### src/hw/harness_pkg.sv
/*
 * Harness package. Bus widths, the address map of the ROM, CLINT and DRAM,
 * CLINT register offsets, interrupt bit positions and the debug hold-off.
 */

package harness_pkg;

  // --------------------------------------------------
  // bus widths and memory sizes
  // --------------------------------------------------
  localparam int unsigned AddrWidth = 32;
  localparam int unsigned DataWidth = 64;
  localparam int unsigned BeWidth   = DataWidth / 8;
  localparam int unsigned DramWords = 1024;
  localparam int unsigned RomWords  = 16;

  // word address widths seen by each target
  localparam int unsigned RomAddrWidth   = $clog2(RomWords);
  localparam int unsigned DramAddrWidth  = $clog2(DramWords);
  localparam int unsigned ClintOffWidth  = 20;
  localparam int unsigned ClintAddrWidth = ClintOffWidth - 3;

  // --------------------------------------------------
  // address map
  // --------------------------------------------------
  localparam logic [AddrWidth-1:0] RomBase     = 32'h0001_0000;
  localparam logic [AddrWidth-1:0] RomLength   = 32'h0001_0000;
  localparam logic [AddrWidth-1:0] ClintBase   = 32'h0200_0000;
  localparam logic [AddrWidth-1:0] ClintLength = 32'h000C_0000;
  localparam logic [AddrWidth-1:0] DramBase    = 32'h8000_0000;
  localparam logic [AddrWidth-1:0] DramLength  = AddrWidth'(DramWords * 8);

  // clint byte offsets
  localparam logic [ClintOffWidth-1:0] MsipOffset     = 20'h0_0000;
  localparam logic [ClintOffWidth-1:0] MtimecmpOffset = 20'h0_4000;
  localparam logic [ClintOffWidth-1:0] MtimeOffset    = 20'h0_BFF8;

  // --------------------------------------------------
  // interrupt pending vector
  // --------------------------------------------------
  localparam int unsigned XLen    = 64;
  localparam int unsigned IrqMsip = 3;
  localparam int unsigned IrqMtip = 7;
  localparam int unsigned IrqSeip = 9;
  localparam int unsigned IrqMeip = 11;

  // cycles the debug request stays masked after power-on
  localparam int unsigned DbgHoldoffCycles = 50;
  localparam int unsigned DbgCntWidth      = $clog2(DbgHoldoffCycles + 1);

  typedef enum logic [1:0] {
    TargetRom,
    TargetClint,
    TargetDram,
    TargetNone
  } target_e;

endpackage

### src/hw/bus_demux.sv
/*
 * Bus address decoder. Sends each request to the ROM, CLINT or DRAM and
 * returns the chosen target's read data one cycle later, or an error.
 */

`timescale 1ns/100ps

module bus_demux import harness_pkg::*; (
  input  logic                      clk_i,
  input  logic                      rst_ni,
  input  logic                      req_i,
  input  logic                      we_i,
  input  logic [AddrWidth-1:0]      addr_i,
  output logic                      rvalid_o,
  output logic [DataWidth-1:0]      rdata_o,
  output logic                      err_o,
  output logic                      rom_req_o,
  output logic [RomAddrWidth-1:0]   rom_addr_o,
  input  logic [DataWidth-1:0]      rom_rdata_i,
  output logic                      clint_req_o,
  output logic [ClintAddrWidth-1:0] clint_addr_o,
  input  logic [DataWidth-1:0]      clint_rdata_i,
  output logic                      dram_req_o,
  output logic [DramAddrWidth-1:0]  dram_addr_o,
  input  logic [DataWidth-1:0]      dram_rdata_i
);

  target_e              target_d;
  target_e              target_q;
  logic                 dec_err;
  logic                 rvalid_q;
  logic                 err_q;
  logic [AddrWidth-1:0] rom_off;
  logic [AddrWidth-1:0] clint_off;
  logic [AddrWidth-1:0] dram_off;

  // --------------------------------------------------
  // decode
  // --------------------------------------------------
  always_comb begin
    target_d = TargetNone;
    if (addr_i >= RomBase && addr_i < RomBase + RomLength) begin
      target_d = TargetRom;
    end else if (addr_i >= ClintBase && addr_i < ClintBase + ClintLength) begin
      target_d = TargetClint;
    end else if (addr_i >= DramBase && addr_i < DramBase + DramLength) begin
      target_d = TargetDram;
    end
  end

  // unmapped, or a write to read-only memory
  assign dec_err = (target_d == TargetNone) || (target_d == TargetRom && we_i);

  assign rom_off   = addr_i - RomBase;
  assign clint_off = addr_i - ClintBase;
  assign dram_off  = addr_i - DramBase;

  assign rom_req_o    = req_i && target_d == TargetRom && !we_i;
  assign rom_addr_o   = rom_off[RomAddrWidth+2:3];
  assign clint_req_o  = req_i && target_d == TargetClint;
  assign clint_addr_o = clint_off[ClintOffWidth-1:3];
  assign dram_req_o   = req_i && target_d == TargetDram;
  assign dram_addr_o  = dram_off[DramAddrWidth+2:3];

  // --------------------------------------------------
  // response
  // --------------------------------------------------
  always_ff @(posedge clk_i or negedge rst_ni) begin
    if (!rst_ni) begin
      rvalid_q <= 1'b0;
      err_q    <= 1'b0;
      target_q <= TargetNone;
    end else begin
      rvalid_q <= req_i;
      err_q    <= req_i & dec_err;
      if (req_i) begin
        target_q <= target_d;
      end
    end
  end

  always_comb begin
    case (target_q)
      TargetRom:   rdata_o = rom_rdata_i;
      TargetClint: rdata_o = clint_rdata_i;
      TargetDram:  rdata_o = dram_rdata_i;
      default:     rdata_o = '0;
    endcase
  end

  assign rvalid_o = rvalid_q;
  assign err_o    = err_q;

endmodule

### config.mk
export PLATFORM = sky130hd
export DESIGN_NAME = bus_demux
export DESIGN_NICKNAME = d
export VERILOG_FILES = /design/src/hw/harness_pkg.sv /design/src/hw/bus_demux.sv
export SDC_FILE = /design/constraint.sdc
export NUM_CORES = 1
export LEC_CHECK = 0
export BUFFER_PORTS_ARGS = -buffer_cell sky130_fd_sc_hd__buf_2
export CAP_MARGIN = 20
export CORE_AREA = 2 2 126 128
export DETAILED_ROUTE_END_ITERATION = 6
export DIE_AREA = 0 0 128 130
export SLEW_MARGIN = 20
export SYNTH_ARGS = -nofsm -noshare
export SYNTH_HDL_FRONTEND = slang
export SYNTH_SLANG_ARGS = --single-unit
export TNS_END_PERCENT = 10
### constraint.sdc
create_clock -name clk_i -period 1.95 [get_ports clk_i]
set_input_delay 0.195 -clock clk_i [delete_from_list [all_inputs] [get_ports clk_i]]
set_output_delay 0.195 -clock clk_i [all_outputs]
set_load 0.005 [all_outputs]
==> flow_summary.yaml <==
run_status:
  status: "finished, final reports clean"
grt:
  grt_pass1_wl_um: 11400
  antenna_found_initial: 1
  grt_max_degree: 36
  grt-ovfl-total: 0
  grt_pass1_vias: 2425
  grt.total_usage_pct: 8.40
cts:
  cts_tree: "built"
  cts_sinks: 4
  numCtsBuffers: 3
  root_buffer: "clkbuf_16"
  post-cts-setup-buffers: 0
  h-tree-depth: 1
  clock_latency_ps: 230
  clk_pin_slew_ps: 30
  clockBufferDepth: 2
routing:
  via_per_inst: 3.92
  drc: 0
  wl_per_cell_um: 11.6
  drtIter0Drc: 45
  drtAntennaViolNets: 0
  dr.pass1.iters: 4
  num_vias: 2825
  wirelength_um: 8390
placed_design:
  routabilityCongestion: 0.728
  dp.cells: 716
  numPortBuffers: 290
  dp_hpwl_um: 7150
final_layout:
  drive_above_1_share_pct: 58.0
  fillers: 1769
  area_delta_synth_final_pct: 89.4
  num_antenna_cells: 0
  mostFrequentLayoutCell: "buf_2"
  final_util_pct: 21.8
  layoutNonFillerInstCount: 721
  final_cell_mix: "buf_2, nand2_1, mux2i_1"
  final_nets: 758
setup_path:
  crit_chain: "buf_12, mux2i_1, o21ai_0, buf_2"
  required_ps: 1750
  cp_slowest_stage_delay_ps: 650
  cp-end-kind: "output port"
  cp-start-kind: "flop"
  crit_type: "reg -> out"
  critPathArrivalTime_ps: 1720
  rr_worst_depth: 3
  slowest_stage: "dfstp_4"
  cp_max_fo: 24
timing:
  slew_headroom_pct: 64.4
  fin_crit_sh_pct: 98.4
  maxSlewViolCount: 0
  rsz0062_at_grt: "no"
  whs_ps: 148
  fin_setup_tns_ps: 0
  clock_skew_ps: 0
  setup_violations: 0
  worst_pin_slew_ps: 529
  fin_crit_ps: 1920
  max_freq_mhz: 521
  finalHoldViolations: 0
min_path:
  hold_depth: 1
  hp-class: "in -> reg"
synthesis:
  ys_ff_latch: 4
  synthCells: 275
  yosys.cell_types.count: 22
  postSynthAreaPerCell_um2: 6.46
  syn_area_um2: 1780
  synth_nets: 503
  ys_warn_count: 0
  yosysSeqAreaShare_pct: 5.77
power_and_ir_drop:
  internal_power_uw: 743
  comb_power_share_pct: 61.8
  swShare_pct: 33.4
  p_clk_share_pct: 29.6
  power.density_nw_per_um2: 332
  seqPwrFrac_pct: 8.6
  vdd_drop_max_uv: 234
  leakage_nw: 2.04
  fin_total_pwr_mw: 1.12
  switchingPower_uw: 374
die:
  rows: 46
  ios: 328
  start_util_pct: 11.5
  dieWidth_um: 128
  chipHeight_um: 130
  dieArea_um2: 16600
  core-area_um2: 15400
flow_run:
  max_cap_viol_count: 0
[logic make-up (layout without fill, tap and decap cells)]
family          after synthesis  in the layout  synth area share, %
mux                          64             64                 36.1
flops                         4              4                 5.77
buf+inv                      55            309                 19.1
compound gates               72             72                 20.6
simple gates                 80             80                 18.5
[through the flow]
step	cell area (µm²)	setup WS (ps)
global placement	3270	255
global route	3360	4.25
detailed placement	3270	258
floorplan	1780	339
CTS	3360	24.4
finish	3360	31.9
[synth_stat cells]
library cell / instances / area share (%)
inv_1: 3 / 0.63
mux2i_1: 64 / 36
buf_1: 1 / 0.21
o21ai_1: 5 / 1.4
clkbuf_1: 7 / 1.5
buf_4: 31 / 13
nand2_1: 67 / 14
dfstp_2: 2 / 3.0
a21boi_0: 1 / 0.42
nor4_1: 4 / 1.4
nor4b_1: 1 / 0.49
nor2_1: 3 / 0.63
o21ai_0: 62 / 17
buf_2: 13 / 3.7
nor3_1: 1 / 0.28
dfrtp_1: 2 / 2.8
a21oi_1: 2 / 0.56
nand4b_1: 1 / 0.49
o22ai_1: 2 / 0.70
nand3b_1: 1 / 0.42
nand3_1: 1 / 0.28
or3_1: 1 / 0.35
[cell type report]
class	instances	area [µm²]	area share, %
repair buffers	302	1590	47.1
multi-input cells	216	1340	39.9
well taps	192	240	7.14
flip-flops and latches	4	106	3.16
clock buffers	4	78.8	2.34
inverters	3	11.3	0.335
[flip-flops by register name, summed over array words and instances, names as in the netlist]
| name | cells |
|---|---|
| err_o | 1 |
| target_q | 2 |
| rvalid_o | 1 |
[layer usage]
layer	track usage, %	wire length (µm)	up-vias
met5	0	0	-
met4	1.49	77	0
met3	1.97	811	12
met2	16.9	4310	176
met1	8.98	3190	1200
li1	-	-	1437
[what timing repair did]
item	4_1_cts	5_1_grt
hold buffers	1	0
gates resized for setup	0	1
endpoints found under the hold margin	4	0
endpoints found under the setup margin	0	1
[final timing paths]
kind | startpoint | slack [ps] | end
hold reg to reg | target_q[1]$_DFFE_PN1P_ | 570 | target_q[1]$_DFFE_PN1P_
setup / recovery | target_q[0]$_DFFE_PN1P_ | 30 | rdata_o[36]
max in group asynchronous | rst_ni | 1430 | target_q[1]$_DFFE_PN1P_
setup reg to reg | target_q[0]$_DFFE_PN1P_ | 830 | target_q[0]$_DFFE_PN1P_
hold / removal | req_i | 150 | rvalid_o$_DFF_PN0_
min in group asynchronous | rst_ni | 320 | err_o$_DFF_PN0_
[worst max-delay path, delay by kind of cell, from the launching register on]
kind            cells  cell delay (ps)
flops               1              650
buf+inv             2              390
compound gates      1              330
mux                 1               90
[power by group through the flow]
stage | registers [mW] | logic (mW) | clock network (mW)
floorplan | 0.0929 | 0.336 | 0
global placement | 0.0975 | 0.688 | 0
detailed placement | 0.0975 | 0.695 | 0
CTS | 0.0966 | 0.699 | 0.335
global route | 0.0972 | 0.767 | 0.338
finish | 0.0964 | 0.690 | 0.331
Note: power is estimated with default switching activity, not from simulation.
