$ cat src/hw/harness_pkg.sv
/*
 * Harness package. Bus widths, the address map of the ROM, CLINT and DRAM,
 * CLINT register offsets, interrupt bit positions and the debug hold-off.
 */

package harness_pkg;

  // --------------------------------------------------
  // bus widths and memory sizes
  // --------------------------------------------------
  localparam int unsigned AddrWidth = 32;
  localparam int unsigned DataWidth = 64;
  localparam int unsigned BeWidth   = DataWidth / 8;
  localparam int unsigned DramWords = 1024;
  localparam int unsigned RomWords  = 16;

  // word address widths seen by each target
  localparam int unsigned RomAddrWidth   = $clog2(RomWords);
  localparam int unsigned DramAddrWidth  = $clog2(DramWords);
  localparam int unsigned ClintOffWidth  = 20;
  localparam int unsigned ClintAddrWidth = ClintOffWidth - 3;

  // --------------------------------------------------
  // address map
  // --------------------------------------------------
  localparam logic [AddrWidth-1:0] RomBase     = 32'h0001_0000;
  localparam logic [AddrWidth-1:0] RomLength   = 32'h0001_0000;
  localparam logic [AddrWidth-1:0] ClintBase   = 32'h0200_0000;
  localparam logic [AddrWidth-1:0] ClintLength = 32'h000C_0000;
  localparam logic [AddrWidth-1:0] DramBase    = 32'h8000_0000;
  localparam logic [AddrWidth-1:0] DramLength  = AddrWidth'(DramWords * 8);

  // clint byte offsets
  localparam logic [ClintOffWidth-1:0] MsipOffset     = 20'h0_0000;
  localparam logic [ClintOffWidth-1:0] MtimecmpOffset = 20'h0_4000;
  localparam logic [ClintOffWidth-1:0] MtimeOffset    = 20'h0_BFF8;

  // --------------------------------------------------
  // interrupt pending vector
  // --------------------------------------------------
  localparam int unsigned XLen    = 64;
  localparam int unsigned IrqMsip = 3;
  localparam int unsigned IrqMtip = 7;
  localparam int unsigned IrqSeip = 9;
  localparam int unsigned IrqMeip = 11;

  // cycles the debug request stays masked after power-on
  localparam int unsigned DbgHoldoffCycles = 50;
  localparam int unsigned DbgCntWidth      = $clog2(DbgHoldoffCycles + 1);

  typedef enum logic [1:0] {
    TargetRom,
    TargetClint,
    TargetDram,
    TargetNone
  } target_e;

endpackage

$ cat src/hw/clint_timer.sv
/*
 * Core-local interruptor. Holds msip, mtimecmp and mtime; mtime counts
 * synchronized rising edges of the real-time clock.
 */

`timescale 1ns/100ps

module clint_timer import harness_pkg::*; (
  input  logic                      clk_i,
  input  logic                      rst_ni,
  input  logic                      rtc_i,
  input  logic                      req_i,
  input  logic                      we_i,
  input  logic [ClintAddrWidth-1:0] addr_i,
  input  logic [BeWidth-1:0]        be_i,
  input  logic [DataWidth-1:0]      wdata_i,
  output logic [DataWidth-1:0]      rdata_o,
  output logic                      timer_irq_o,
  output logic                      ipi_o
);

  logic                 msip_q;
  logic [DataWidth-1:0] mtimecmp_q;
  logic [DataWidth-1:0] mtime_q;
  logic [1:0]           rtc_sync_q;
  logic                 rtc_prev_q;
  logic                 rtc_tick;
  logic                 sel_msip;
  logic                 sel_mtimecmp;
  logic                 sel_mtime;
  logic [DataWidth-1:0] rd_val;

  function automatic logic [DataWidth-1:0] be_merge(
    input logic [DataWidth-1:0] old_val,
    input logic [DataWidth-1:0] new_val,
    input logic [BeWidth-1:0]   be
  );
    logic [DataWidth-1:0] res;
    res = old_val;
    for (int b = 0; b < BeWidth; b++) begin
      if (be[b]) begin
        res[8*b +: 8] = new_val[8*b +: 8];
      end
    end
    return res;
  endfunction

  assign sel_msip     = (addr_i == MsipOffset[ClintOffWidth-1:3]);
  assign sel_mtimecmp = (addr_i == MtimecmpOffset[ClintOffWidth-1:3]);
  assign sel_mtime    = (addr_i == MtimeOffset[ClintOffWidth-1:3]);

  // --------------------------------------------------
  // rtc edge detect
  // --------------------------------------------------
  always_ff @(posedge clk_i or negedge rst_ni) begin
    if (!rst_ni) begin
      rtc_sync_q <= 2'b00;
      rtc_prev_q <= 1'b0;
    end else begin
      rtc_sync_q <= {rtc_sync_q[0], rtc_i};
      rtc_prev_q <= rtc_sync_q[1];
    end
  end

  assign rtc_tick = rtc_sync_q[1] & ~rtc_prev_q;

  // --------------------------------------------------
  // registers
  // --------------------------------------------------
  always_ff @(posedge clk_i or negedge rst_ni) begin
    if (!rst_ni) begin
      msip_q     <= 1'b0;
      mtimecmp_q <= '1;
      mtime_q    <= '0;
    end else begin
      if (req_i && we_i && sel_msip && be_i[0]) begin
        msip_q <= wdata_i[0];
      end
      if (req_i && we_i && sel_mtimecmp) begin
        mtimecmp_q <= be_merge(mtimecmp_q, wdata_i, be_i);
      end
      // a bus write wins over a tick
      if (req_i && we_i && sel_mtime) begin
        mtime_q <= be_merge(mtime_q, wdata_i, be_i);
      end else if (rtc_tick) begin
        mtime_q <= mtime_q + 1'b1;
      end
    end
  end

  always_comb begin
    rd_val = '0;
    if (sel_msip) begin
      rd_val = {{(DataWidth-1){1'b0}}, msip_q};
    end else if (sel_mtimecmp) begin
      rd_val = mtimecmp_q;
    end else if (sel_mtime) begin
      rd_val = mtime_q;
    end
  end

  always_ff @(posedge clk_i) begin
    if (req_i) begin
      rdata_o <= rd_val;
    end
  end

  assign timer_irq_o = (mtime_q >= mtimecmp_q);
  assign ipi_o       = msip_q;

endmodule

$ cat config.mk
export PLATFORM = sky130hd
export DESIGN_NAME = clint_timer
export DESIGN_NICKNAME = d
export VERILOG_FILES = /design/src/hw/harness_pkg.sv /design/src/hw/clint_timer.sv
export SDC_FILE = /design/constraint.sdc
export NUM_CORES = 1
export LEC_CHECK = 0
export BUFFER_PORTS_ARGS = -buffer_cell sky130_fd_sc_hd__buf_2
export CORE_MARGIN = 5
export CORE_UTILIZATION = 49
export CTS_CLUSTER_SIZE = 25
export DETAILED_ROUTE_END_ITERATION = 8
export PLACE_DENSITY = 0.78
export SLEW_MARGIN = 20
export SYNTH_ARGS = -nofsm -noshare
export SYNTH_HDL_FRONTEND = slang
export SYNTH_SLANG_ARGS = --single-unit
$ cat constraint.sdc
create_clock -name clk_i -period 4.15 [get_ports clk_i]
set_input_delay 0.6225 -clock clk_i [delete_from_list [all_inputs] [get_ports clk_i]]
set_output_delay 0.6225 -clock clk_i [all_outputs]
set_load 0.05 [all_outputs]
==> flow_summary_export.csv <==
group,metric,value,unit
status,status,"completed",
sta,fmax,0.253,GHz
synth,syn_inst,1033,
pwr,p_leak,0.00546,uW
synth,synth_edf_count,64,
sta,timing.hold.ws,0.224,ns
sta,setup_viol,0,
critical_path,cp_common_cell,"nand4_1",
critical_path,rr_worst_depth,6,
synth,post-synth-top-area-fraction,16.8,%
synth,syn-num-nets,1192,
sta,finalSetupTns,0,ns
flow_run,maxCapViolations,0,
final_layout,nets,1344,
detailed_routing,drc,0,
critical_path,critPathLaunch,"mtimecmp_q[38]$_DFFE_PN1P_",
critical_path,critPathSlowestCell,"dfstp_2",
cts,clock_sinks,196,
critical_path,ff2ff_setup_slack,1.22,ns
detailed_routing,vias_per_cell,6.04,
critical_path,crit_path_end_kind,"output port",
synth,yosys-top-cells-area,"edfxtp_1 17%, dfrtp_1 15%, dfstp_2 15%",
placement,globalplace.congestion,0.899,
placement,port_buffers,159,
cts,cts_resized,0,
critical_path,crit_required,3.53,ns
sta,post-route-min-period,3.96,ns
critical_path,reg2reg_to,"mtime_q[47]$_DFFE_PN0P_",
pwr,cellPowerDensity,316,mW/mm^2
cts,ctsHoldBuffers,0,
global_route,antenna_found_initial,3,
sta,finalHoldViolations,0,
sta,worstMarginPinSlew,0.861,ns
floorplanning,fp.dieH,163,um
detailed_routing,wl_per_cell,19.8,um
sta,rsz0062_at_grt,"false",
critical_path,crit_type,"reg2out",
floorplanning,start_util,49.3,%
global_route,grt_usage,22.7,%
critical_path,reg2reg_from,"mtime_q[5]$_DFFE_PN0P_",
final_layout,multi_input_area,0.00565,mm^2
detailed_routing,wl,30.0,mm
cts,cts_setup_buffers,0,
detailed_routing,drt_iter0_drc,888,
global_route,grt_pass1_wl,48.1,mm
final_layout,drive_above_1_share,30.1,%
synth,yosysMostFrequentCell,"inv_1",
final_layout,fillers,1979,
cts,clockBufferDepth,2,
sta,min_period_over_period,95.4,%
floorplanning,die_w,163,um
synth,yosysTopAreaCell,"edfxtp_1",
floorplanning,die_area,0.0265,mm^2
global_route,first_global_vias,8973,
cts,cts_root_buffer,"clkbuf_16",
critical_path,crit_path_start_kind,"flip-flop",
synth,seq_area_frac_synth,46.4,%
cts,cts_tree,"yes",
placement,dp_hpwl,21.7,mm
sta,slew_headroom,42.6,%
floorplanning,io_pins,160,
floorplanning,num_rows,56,
cts,path_clk_slew,0.07,ns
critical_path,critPathMaxFanout,3,
critical_path,critPathBufInv,2,
critical_path,worstPathCellList,"inv_1 > ha_1 > nand4_1 > nor4_1 > nand4_1 > o211ai_1 > a21oi_1 > o31ai_1 > buf_2",
detailed_routing,drtPass1Iterations,5,
final_layout,fin_util,56.5,%
synth,yosys_warnings,0,
critical_path,worst_path_dominant_cell_family,"compound AO/OA/AOI/OAI gates",
pwr,irDropWorstVdd,0.213,mV
floorplanning,design.core.area,0.0232,mm^2
cts,clk_latency,0.44,ns
hold_path,hold_class,"in2async",
detailed_routing,vias,9168,
synth,ys_ff_latch,196,
synth,async_flop_share,67.3,%
synth,syn_area,0.0114,mm^2
sta,finClkSkew,0.0132,ns
synth,synthFlopType,"dfrtp_1",
cts,h-tree-depth,4,
sta,slew_viol_final,0,
final_layout,syn2layout_area_growth,14.7,%
cts,cts-buffers-inserted,17,
critical_path,worstPathArrival,3.34,ns
detailed_routing,ant_nets,0,
global_route,grt_overflow,0,
critical_path,max_stage_delay,0.54,ns
synth,synth.distinct_cells,75,
synth,avgSynthCellArea,11.1,um^2
global_route,grt_max_degree,81,
synth,ys_top_cells_by_count,"76 x inv_1, 75 x nand2_1, 68 x dfrtp_1, 65 x ha_1",
pwr,total_power,4150,uW
final_layout,seq_area,0.00531,mm^2
[power by group]
group          leakage, uW  internal, uW  switching (uW)
Sequential         0.00213          2050            68.0
Clock             0.000263           890             732
Combinational      0.00307           134             274
[per-stage QoR]
stage,worst slack [ns],instance area [um^2],std cells
after floorplan,0.566,11400,1033
after global placement,0.789,12500,1485
after detailed placement,0.754,12500,1485
after CTS,0.244,13100,1517
after global routing,0.0192,13100,1517
final,0.192,13100,1518
[area by class of cell]
| class | instances | area share [%] |
|---|---|---|
| repair buffers | 172 | 6.96 |
| flip-flops and latches | 196 | 40.5 |
| clock inverters | 9 | 0.840 |
| multi-input cells | 722 | 43.1 |
| inverters | 76 | 2.18 |
| well taps | 319 | 3.04 |
| clock buffers | 23 | 3.42 |
| diodes | 1 | 0.0191 |
[worst max path at each step]
| stage | slack (ns) | to | cells after the start |
|---|---|---|---|
| 6_report | 0.19 | timer_irq_o | 9 |
| 5_1_grt | 0.02 | timer_irq_o | 9 |
| 4_1_cts | 0.24 | timer_irq_o | 9 |
| 3_5_place_dp | 0.75 | timer_irq_o | 9 |
| 3_3_place_gp | 0.79 | timer_irq_o | 9 |
| 2_1_floorplan | 0.57 | timer_irq_o | 8 |
[kinds of logic after synthesis]
kind of cell / count (synthesis) / synth area share (%)
muxes: 69 / 8.82
adders and majority gates: 65 / 7.11
and+or+nand+nor: 321 / 16.2
buffers and inverters: 115 / 4.33
AOI/OAI and AO/OA: 267 / 17.1
DFF: 196 / 46.4
[per-layer routing]
metal	part of all wire, %	track usage (%)	up-vias
met5	0.083	0	-
met2	46	35.5	376
met1	44	31.1	4463
met4	2.8	7.93	4
li1	-	-	4258
met3	7.7	5.39	67
[cells in the final DEF, fill, tap and decap left out, types with 4 or more instances in the layout]
cell	count
edfxtp_1	64
dfrtp_1	68
a211oi_1	13
o21ai_0	28
clkbuf_1	6
buf_4	12
and3_1	18
nor2b_1	5
nor3_1	24
clkbuf_16	17
mux2i_1	4
ha_1	65
nand3_1	22
nand2_1	75
and4_1	8
a221oi_1	6
o22ai_1	9
or3_1	9
a22o_1	63
a21oi_1	51
inv_1	76
nor2_1	63
nor4_1	9
o32ai_1	6
a21o_1	13
a311oi_1	10
o21a_1	7
dfstp_2	64
o211ai_1	9
nand2_8	8
or4_1	10
o31ai_1	10
buf_2	158
nand4_1	38
a31oi_1	7
mux2_4	63
[state kept, by name, summed over array words and instances (netlist names)]
name        count
ipi_o           1
rtc_prev_q      1
rtc_sync_q      2
mtimecmp_q     64
mtime_q        64
rdata_o        64
(Power assumes the default switching activity.)
