### src/hw/harness_pkg.sv
/*
 * Harness package. Bus widths, the address map of the ROM, CLINT and DRAM,
 * CLINT register offsets, interrupt bit positions and the debug hold-off.
 */

package harness_pkg;

  // --------------------------------------------------
  // bus widths and memory sizes
  // --------------------------------------------------
  localparam int unsigned AddrWidth = 32;
  localparam int unsigned DataWidth = 64;
  localparam int unsigned BeWidth   = DataWidth / 8;
  localparam int unsigned DramWords = 1024;
  localparam int unsigned RomWords  = 16;

  // word address widths seen by each target
  localparam int unsigned RomAddrWidth   = $clog2(RomWords);
  localparam int unsigned DramAddrWidth  = $clog2(DramWords);
  localparam int unsigned ClintOffWidth  = 20;
  localparam int unsigned ClintAddrWidth = ClintOffWidth - 3;

  // --------------------------------------------------
  // address map
  // --------------------------------------------------
  localparam logic [AddrWidth-1:0] RomBase     = 32'h0001_0000;
  localparam logic [AddrWidth-1:0] RomLength   = 32'h0001_0000;
  localparam logic [AddrWidth-1:0] ClintBase   = 32'h0200_0000;
  localparam logic [AddrWidth-1:0] ClintLength = 32'h000C_0000;
  localparam logic [AddrWidth-1:0] DramBase    = 32'h8000_0000;
  localparam logic [AddrWidth-1:0] DramLength  = AddrWidth'(DramWords * 8);

  // clint byte offsets
  localparam logic [ClintOffWidth-1:0] MsipOffset     = 20'h0_0000;
  localparam logic [ClintOffWidth-1:0] MtimecmpOffset = 20'h0_4000;
  localparam logic [ClintOffWidth-1:0] MtimeOffset    = 20'h0_BFF8;

  // --------------------------------------------------
  // interrupt pending vector
  // --------------------------------------------------
  localparam int unsigned XLen    = 64;
  localparam int unsigned IrqMsip = 3;
  localparam int unsigned IrqMtip = 7;
  localparam int unsigned IrqSeip = 9;
  localparam int unsigned IrqMeip = 11;

  // cycles the debug request stays masked after power-on
  localparam int unsigned DbgHoldoffCycles = 50;
  localparam int unsigned DbgCntWidth      = $clog2(DbgHoldoffCycles + 1);

  typedef enum logic [1:0] {
    TargetRom,
    TargetClint,
    TargetDram,
    TargetNone
  } target_e;

endpackage

### src/hw/dbg_gate.sv
/*
 * Debug request gate. Masks the halt request for a fixed number of cycles
 * after power-on so the boot code can run, and while debug is disabled.
 */

`timescale 1ns/100ps

module dbg_gate import harness_pkg::*; (
  input  logic clk_i,
  input  logic rst_ni,
  input  logic enable_i,
  input  logic halt_req_i,
  output logic debug_req_o
);

  logic [DbgCntWidth-1:0] cnt_q;
  logic                   holdoff_done;

  assign holdoff_done = (cnt_q == '0);

  // down-counter, stops at zero
  always_ff @(posedge clk_i or negedge rst_ni) begin
    if (!rst_ni) begin
      cnt_q <= DbgCntWidth'(DbgHoldoffCycles);
    end else if (!holdoff_done) begin
      cnt_q <= cnt_q - 1'b1;
    end
  end

  assign debug_req_o = holdoff_done & enable_i & halt_req_i;

endmodule

### config.mk
export PLATFORM = sky130hd
export DESIGN_NAME = dbg_gate
export DESIGN_NICKNAME = d
export VERILOG_FILES = /design/src/hw/harness_pkg.sv /design/src/hw/dbg_gate.sv
export SDC_FILE = /design/constraint.sdc
export NUM_CORES = 1
export LEC_CHECK = 0
export BUFFER_PORTS_ARGS = -buffer_cell sky130_fd_sc_hd__clkbuf_2
export CORE_AREA = 10 10 47 49
export CTS_BUF_LIST = sky130_fd_sc_hd__clkbuf_16
export DETAILED_ROUTE_END_ITERATION = 10
export DIE_AREA = 0 0 57 59
export PLACE_DENSITY_LB_ADDON = 0.12
export RECOVER_POWER = 25
export SLEW_MARGIN = 0
export SYNTH_ARGS = -nofsm -noshare
export SYNTH_HDL_FRONTEND = slang
export SYNTH_SLANG_ARGS = --single-unit
### constraint.sdc
create_clock -name clk_i -period 1.6 [get_ports clk_i]
set_input_delay 0.08 -clock clk_i [delete_from_list [all_inputs] [get_ports clk_i]]
set_output_delay 0.08 -clock clk_i [all_outputs]
set_load 0.02 [all_outputs]
==> results of run 1 <==
## placed cells by master (no fill, tap or decap), drive strengths merged
master       Yosys  layout
nor3b            1       1
and3b            1       1
nand3            1       1
nor2             4       4
and3             1       1
clkbuf           0       6
xnor2            4       4
ha               2       2
dlygate4sd3      0       1
inv              2       3
mux2             1       1
nor3             2       2
dfrtp            3       3
mux2i            1       1
dfstp            3       3
buf              1       3
## kinds of logic after synthesis
logic type    Yosys count  synth area share (%)
xor+xnor                4                  11.2
fa+ha+maj               2                  8.03
buf+inv                 3                  6.02
flops                   6                  49.4
mux                     2                  6.83
simple gates           10                  18.5
## layer usage
layer	wire, um	up-vias
met2	240	8
met1	282	99
met4	24	0
met3	69	3
met5	0	-
li1	-	107
## power by group
part	total (mW)	internal (mW)	switching, mW
sequential	0.153	0.153	0
combinational	0.0144	0.00792	0.00648
clock	0.412	0.324	0.0881
total	0.580	0.485	0.0946
## worst max-delay path: stages, from the launching register on
cell and delay (ns):
dfstp_2 0.52, inv_2 0.05, ha_2 0.17, and3b_2 0.21, and3_4 0.18, buf_6 0.12
## cell usage after synthesis (all sizes together)
| cell type | number |
|---|---|
| nand3 | 1 |
| nor2 | 4 |
| and3 | 1 |
| mux2i | 1 |
| buf | 1 |
| ha | 2 |
| nor3 | 2 |
| and3b | 1 |
| xnor2 | 4 |
| inv | 2 |
| nor3b | 1 |
| dfrtp | 3 |
| dfstp | 3 |
| mux2 | 1 |
## worst max path at each step
stage          cells after the start          end  startpoint
2_1_floorplan                      5  debug_req_o    cnt_q[1]
3_3_place_gp                       5  debug_req_o    cnt_q[1]
3_5_place_dp                       5  debug_req_o    cnt_q[1]
4_1_cts                            5  debug_req_o    cnt_q[1]
5_1_grt                            5  debug_req_o    cnt_q[1]
6_report                           5  debug_req_o    cnt_q[1]
## per-stage QoR
step	setup slack [ns]	power (mW)	hold slack [ns]	instances	util, %
floorplan	0.248	0.157	-0.216	27	-
global placement	0.194	0.165	-0.0825	47	24.8
detailed placement	0.153	0.165	-0.0841	47	24.8
CTS	0.00392	0.583	0.232	53	32.1
global route	-0.000360	0.596	0.315	53	32.7
finish	0.0407	0.580	0.265	53	32.7
## what timing repair did
| item | in CTS | in global routing |
|---|---|---|
| hold endpoints to repair | 6 | 0 |
| pin swaps | 0 | 0 |
| setup endpoints to repair | 1 | 1 |
| resized for setup | 4 | 3 |
| buffers inserted | 1 | 0 |
| hold buffers | 1 | 0 |
## area by class of cell
type / count / area share (%)
Clock inverter: 1 / 0.820
Multi-Input combinational cell: 18 / 32.2
Inverter: 2 / 1.64
Tap cell: 16 / 4.37
Sequential cell: 6 / 33.6
Clock buffer: 3 / 16.4
Timing Repair Buffer: 7 / 10.9
==> reports/metrics.cfg, run 1 <==
[flow_run]
cap_violations=0

[floorplanning]
initial_core_util_pct=22.2
die-height_um=59
die-area_um2=3360
coreArea_um2=1400
io_pins=5
row_count=14
chipWidth_um=57

[drt]
via_per_inst=4.09
dr.pass1.iters=3
wl_per_cell_um=11.6
routed_wl_um=616
antenna_left=0
drt-initial-drc-count=2
vias=217
drcViolationCount=0

[global_routing]
met3_usage_pct=3.22
overflow=0
grt_pass1_wl_um=1060
antenna_found_initial=0
grt_util_met1_pct=4.58
grt_use_total_pct=4.39
grt_use_met2_pct=5.58
grt_pass1_vias=243
top_usage_layer=met2
grt_max_degree=7

[placed_design]
placed_area_um2=348
gp_congestion=0.671
dp_hpwl_um=481
io_buffers=4

[yosys]
syn_nets=33
synth_area_um2=312
synthTopCellsByArea=dfstp_2 25%, dfrtp_1 24%, xnor2_1 11%
avgSynthCellArea_um2=11.5
syn_inst=27
yosysSeqAreaShare_pct=49.4
synth_cell_types=15
yosys.area.top_type=dfstp_2
yosys_warnings=0
synth.ff_latch_count=6
yosys.area.top_type_share_pct=25.3

[setup_path]
worstPathRequired_ns=1.52
end_kind=output port
reg2reg_to=cnt_q[0]
r2r_cells=6
timing.rr.start=cnt_q[1]
crit_path_start_kind=flop
crit_fanout=4
r2r_slack_ns=0.14
criticalPathCategory=reg2out
worst_ep_arrival_time_ns=1.48

[finish]
final_area_um2=458
drive_above_1_share_pct=43.2
largest_register_ffs=6
fin_nets=44
syn2layout_area_growth_pct=47.0
seq_area_um2=154
regMostFlops=cnt_q
multi_input_area_um2=148
n_fill_cell=152
top_regs=cnt_q: 6 flops
n_antenna_cell=0

[sta]
setup_viol=0
clock_skew_ns=0.00167
relSlewSlack_pct=77.7
hold_viol_final=0
fmax_ghz=0.641
fin_setup_tns_ns=0
finalMaxSlewViolations=0
period_minus_slack_ns=1.56
max_slew.worst_pin.slew_ns=0.334
fin_crit_sh_pct=97.5

[pwr]
p_per_area_nw_per_um2=1270
leakage_nw=0.216
irDropWorstVdd_uv=458

[clocking]
htreeDepth=1
cts_buffers=3
clockBufferDepth=2
clk_pin_slew_worst_paths_ns=0.03
cts_tree=yes
numClockSinks=6
cts_root_buf=clkbuf_16
clk_latency_ns=0.23

[status]
status=finished, final reports clean

[min_path]
hp-class=in2async

No activity file was read; power rests on OpenSTA's default activity.
==> run 2: changes to the inputs <==
Settings changed: ABC_AREA set to 1, CTS_BUF_LIST sky130_fd_sc_hd__clkbuf_16 to sky130_fd_sc_hd__clkbuf_2 sky130_fd_sc_hd__clkbuf_4 sky130_fd_sc_hd__clkbuf_8, GPL_ROUTABILITY_DRIVEN set to 0.
==> reports/metrics.cfg, run 2 <==
[pwr]
leakage_nw=0.236
irDropWorstVdd_uv=339
p_per_area_nw_per_um2=793
power_mw=0.341

[clocking]
clockBufferDepth=2
cts_buffers=3
clk_pin_slew_worst_paths_ns=0.05
numClockSinks=6
clk_latency_ns=0.25
post_cts_buffers=0
cts_hold_buf=1
htreeDepth=1
cts_tree=yes
cts_resized=0
cts_root_buf=clkbuf_4

[setup_path]
end_kind=output port
r2r_slack_ns=0.39
r2r_cells=6
max_stage_delay_ns=0.38
reg2reg_to=cnt_q[2]
worstPathRequired_ns=1.52
crit_fanout=8
cp_top_family=flip-flops
timing.rr.start=cnt_q[1]
slowest_stage=dfrtp_1
crit_chain=inv_1 -> ha_1 -> nand3_4 -> nor2_1 -> clkbuf_2
crit_path_start_kind=flop
critPathBufInv=2
criticalPathCategory=reg2out
worst_ep_arrival_time_ns=1.40

[yosys]
yosysSeqAreaShare_pct=43.8
synthTopCellsByArea=dfstp_2 22%, dfrtp_1 21%, inv_1 11%
ys.flop_type=dfstp_2
yosys.area.top_type=dfstp_2
synth_cell_types=13
synth.ff_latch_count=6
synth_commonest_cells=10 x inv_1, 10 x nand2_1, 10 x nor2_1
syn_nets=52
avgSynthCellArea_um2=7.64
synth-edff-count=0
synthArstFlopShare_pct=100
yosys.area.top_type_share_pct=22.4
synth_area_um2=352
yosys_warnings=0
syn_inst=46

[global_routing]
grt_pass1_wl_um=1100
grt_use_total_pct=4.55
grt_pass1_vias=266
overflow=0
grt_max_degree=9
antenna_found_initial=0

[drt]
routed_wl_um=670
via_per_inst=4.11
drt-initial-drc-count=2
dr.pass1.iters=2
antenna_left=0
drcViolationCount=0
wl_per_cell_um=9.44
vias=292

[floorplanning]
coreArea_um2=1400
io_pins=5
die-height_um=59
die-area_um2=3360
chipWidth_um=57
row_count=14
initial_core_util_pct=25.1

[finish]
top_regs=cnt_q: 6 flops
finalNonFillerCells=71
final_area_um2=430
layout_common_cells=10 x inv_1, 10 x nand2_1, 10 x nor2_1
utilization_pct=30.7
fin_nets=62
largest_register_ffs=6
regMostFlops=cnt_q
syn2layout_area_growth_pct=22.4
n_antenna_cell=0
drive_above_1_share_pct=23.6

[sta]
fmax_ghz=0.676
fin_crit_sh_pct=92.5
setup_viol=0
whs_ns=0.239
hold_viol_final=0
worst_slack_ns=0.120
clock_skew_ns=0.00211
relSlewSlack_pct=77.3
rsz0062_at_grt=no
max_slew.worst_pin.slew_ns=0.341
fin_setup_tns_ns=0
finalMaxSlewViolations=0
period_minus_slack_ns=1.48

[placed_design]
post-place-ws_ns=0.377
dp_hpwl_um=507
io_buffers=4
placed_area_um2=392
placedCellCount=66

[min_path]
hp-class=in2async

[status]
status=finished, final reports clean

[flow_run]
cap_violations=0

-- run 2: power by group --
group / switching [mW] / internal (mW) / total (mW)
clock network: 0.0652 / 0.112 / 0.177
logic: 0.00659 / 0.00524 / 0.0118
registers: 0 / 0.152 / 0.152
total: 0.0718 / 0.270 / 0.341
-- run 2: worst max path at each step --
stage / endpoint / startpoint / slack (ns) / cells after the start
2_1_floorplan: debug_req_o / cnt_q[0] / 0.42 / 4
3_3_place_gp: cnt_q[2] / cnt_q[1] / 0.37 / 6
6_report: debug_req_o / cnt_q[0] / 0.12 / 5
3_5_place_dp: debug_req_o / cnt_q[0] / 0.38 / 5
5_1_grt: debug_req_o / cnt_q[0] / 0.02 / 5
4_1_cts: debug_req_o / cnt_q[0] / 0.09 / 5
-- run 2: cell families (layout without fill, tap and decap cells) --
logic type / count (synthesis) / in the layout / synth area share (%)
fa+ha+maj: 2 / 2 / 7.12
flops: 6 / 6 / 43.8
xor+xnor: 1 / 1 / 2.49
compound gates: 2 / 2 / 2.84
buf+inv: 10 / 19 / 10.7
simple gates: 25 / 25 / 33.1
-- run 2: cell type report --
cell class	count	area, um^2
multi-input combinational	30	160
timing repair buffer	5	28.8
inverter	10	37.5
clock buffer	4	30.0
fill	170	971
sequential	6	154
tap	16	20.0
-- run 2: per-layer routing --
layer / global-route usage, % / vias up / part of all wire, %
met1: 4.42 / 126 / 48
met4: 5.03 / 0 / 3.6
li1: - / 155 / -
met2: 6.20 / 7 / 42
met5: 0 / - / 0
met3: 2.79 / 4 / 5.8
==> run 3: changes to the inputs <==
Settings changed: CORE_AREA 10 10 47 49 to 2 2 39 41, DIE_AREA 0 0 57 59 to 0 0 41 43.
==> reports/metrics.cfg, run 3 (synthesis gave the netlist of run 2 again) <==
[sta]
finalMaxSlewViolations=0
fin_setup_tns_ns=0
relSlewSlack_pct=75.8
rsz0062_at_grt=no
fmax_ghz=0.671
fin_crit_sh_pct=93.1
whs_ns=0.245
hold_viol_final=0
worst_slack_ns=0.110
period_minus_slack_ns=1.49
clock_skew_ns=0.00733
setup_viol=0
max_slew.worst_pin.slew_ns=0.363

[floorplanning]
initial_core_util_pct=25.4
die-area_um2=1760
die-height_um=43
io_pins=5
row_count=14
coreArea_um2=1380
chipWidth_um=41

[placed_design]
io_buffers=4
dp_hpwl_um=447
post-place-ws_ns=0.379
placed_area_um2=392

[setup_path]
r2r_slack_ns=0.37
end_kind=output port
worstPathRequired_ns=1.52
r2r_cells=6
timing.rr.start=cnt_q[1]
worst_ep_arrival_time_ns=1.41
crit_chain=inv_1 -> ha_1 -> nand3_4 -> nor2_1 -> clkbuf_2
max_stage_delay_ns=0.40
crit_path_start_kind=flop
slowest_stage=dfrtp_1
crit_fanout=8
criticalPathCategory=reg2out
reg2reg_to=cnt_q[2]

[finish]
final_area_um2=430
top_regs=cnt_q: 6 flops
fin_nets=62
regMostFlops=cnt_q
largest_register_ffs=6
n_fill_cell=151
layout_common_cells=10 x inv_1, 10 x nand2_1, 10 x nor2_1
drive_above_1_share_pct=23.6
syn2layout_area_growth_pct=22.4
n_antenna_cell=0

[flow_run]
cap_violations=0

[drt]
drt-initial-drc-count=1
antenna_left=0
routed_wl_um=588
via_per_inst=3.86
dr.pass1.iters=2
drcViolationCount=0
wl_per_cell_um=8.28
vias=274

[clocking]
clockBufferDepth=2
post_cts_buffers=0
numClockSinks=6
cts_buffers=3
cts_tree=yes
clk_pin_slew_worst_paths_ns=0.05
clk_latency_ns=0.25
htreeDepth=1
cts_root_buf=clkbuf_4

[pwr]
power_mw=0.336
irDropWorstVdd_uv=315
leakage_nw=0.236
p_per_area_nw_per_um2=780

[global_routing]
met3_usage_pct=3.14
grt_util_met1_pct=12.9
top_usage_layer=met1
antenna_found_initial=0
grt_use_met2_pct=10.0
grt_pass1_wl_um=1040
grt_pass1_vias=244
overflow=0
grt_max_degree=9
grt_use_total_pct=9.31

[min_path]
hp-class=in2async

[status]
status=finished, final reports clean

==> run 3: cell counts in the layout (fill, tap and decap cells not counted) <==
Identical to the previous run, type by type.
==> run 3: power breakdown <==
group | total, mW | switching (mW) | leakage [nW] | internal, mW
clock network | 0.171 | 0.0596 | 0.0184 | 0.112
registers | 0.152 | 0 | 0.0729 | 0.152
logic | 0.0118 | 0.00656 | 0.145 | 0.00523
==> run 3: per-stage QoR <==
stage          util [%]  cells
6_report           31.1     71
5_1_grt            31.1     71
4_1_cts            31.2     71
3_5_place_dp       28.3     66
3_3_place_gp       28.3     66
2_1_floorplan         -     46
==> run 3: layout make-up <==
class / count / area (um^2) / area share [%]
Sequential cell: 6 / 154 / 35.8
Clock buffer: 4 / 30.0 / 6.98
Inverter: 10 / 37.5 / 8.72
Tap cell: 16 / 20.0 / 4.65
Multi-Input combinational cell: 30 / 160 / 37.2
Timing Repair Buffer: 5 / 28.8 / 6.69
==> run 3: worst max path at each step <==
stage,slack (ns),end,from
6_report,0.11,debug_req_o,cnt_q[0]
5_1_grt,0.03,debug_req_o,cnt_q[0]
4_1_cts,0.1,debug_req_o,cnt_q[0]
3_5_place_dp,0.38,debug_req_o,cnt_q[0]
3_3_place_gp,0.37,cnt_q[2],cnt_q[1]
2_1_floorplan,0.42,debug_req_o,cnt_q[0]
==> run 3: metal layers <==
layer | vias up | part of all wire (%)
li1 | 154 | -
met1 | 110 | 51
met2 | 6 | 40
met3 | 4 | 4.4
met4 | 0 | 4.6
met5 | - | 0
==> run 3: timing repair <==
item,in CTS,in global routing
endpoints found under the hold margin,6,0
hold buffers,1,0
setup endpoints to repair,0,0
gates resized for setup,0,0
==> run 3: critical path, delay by kind of cell (launching register included) <==
kind,cells,cell delay (ns)
flops,1,0.40
simple gates,2,0.24
fa+ha+maj,1,0.21
buf+inv,2,0.31
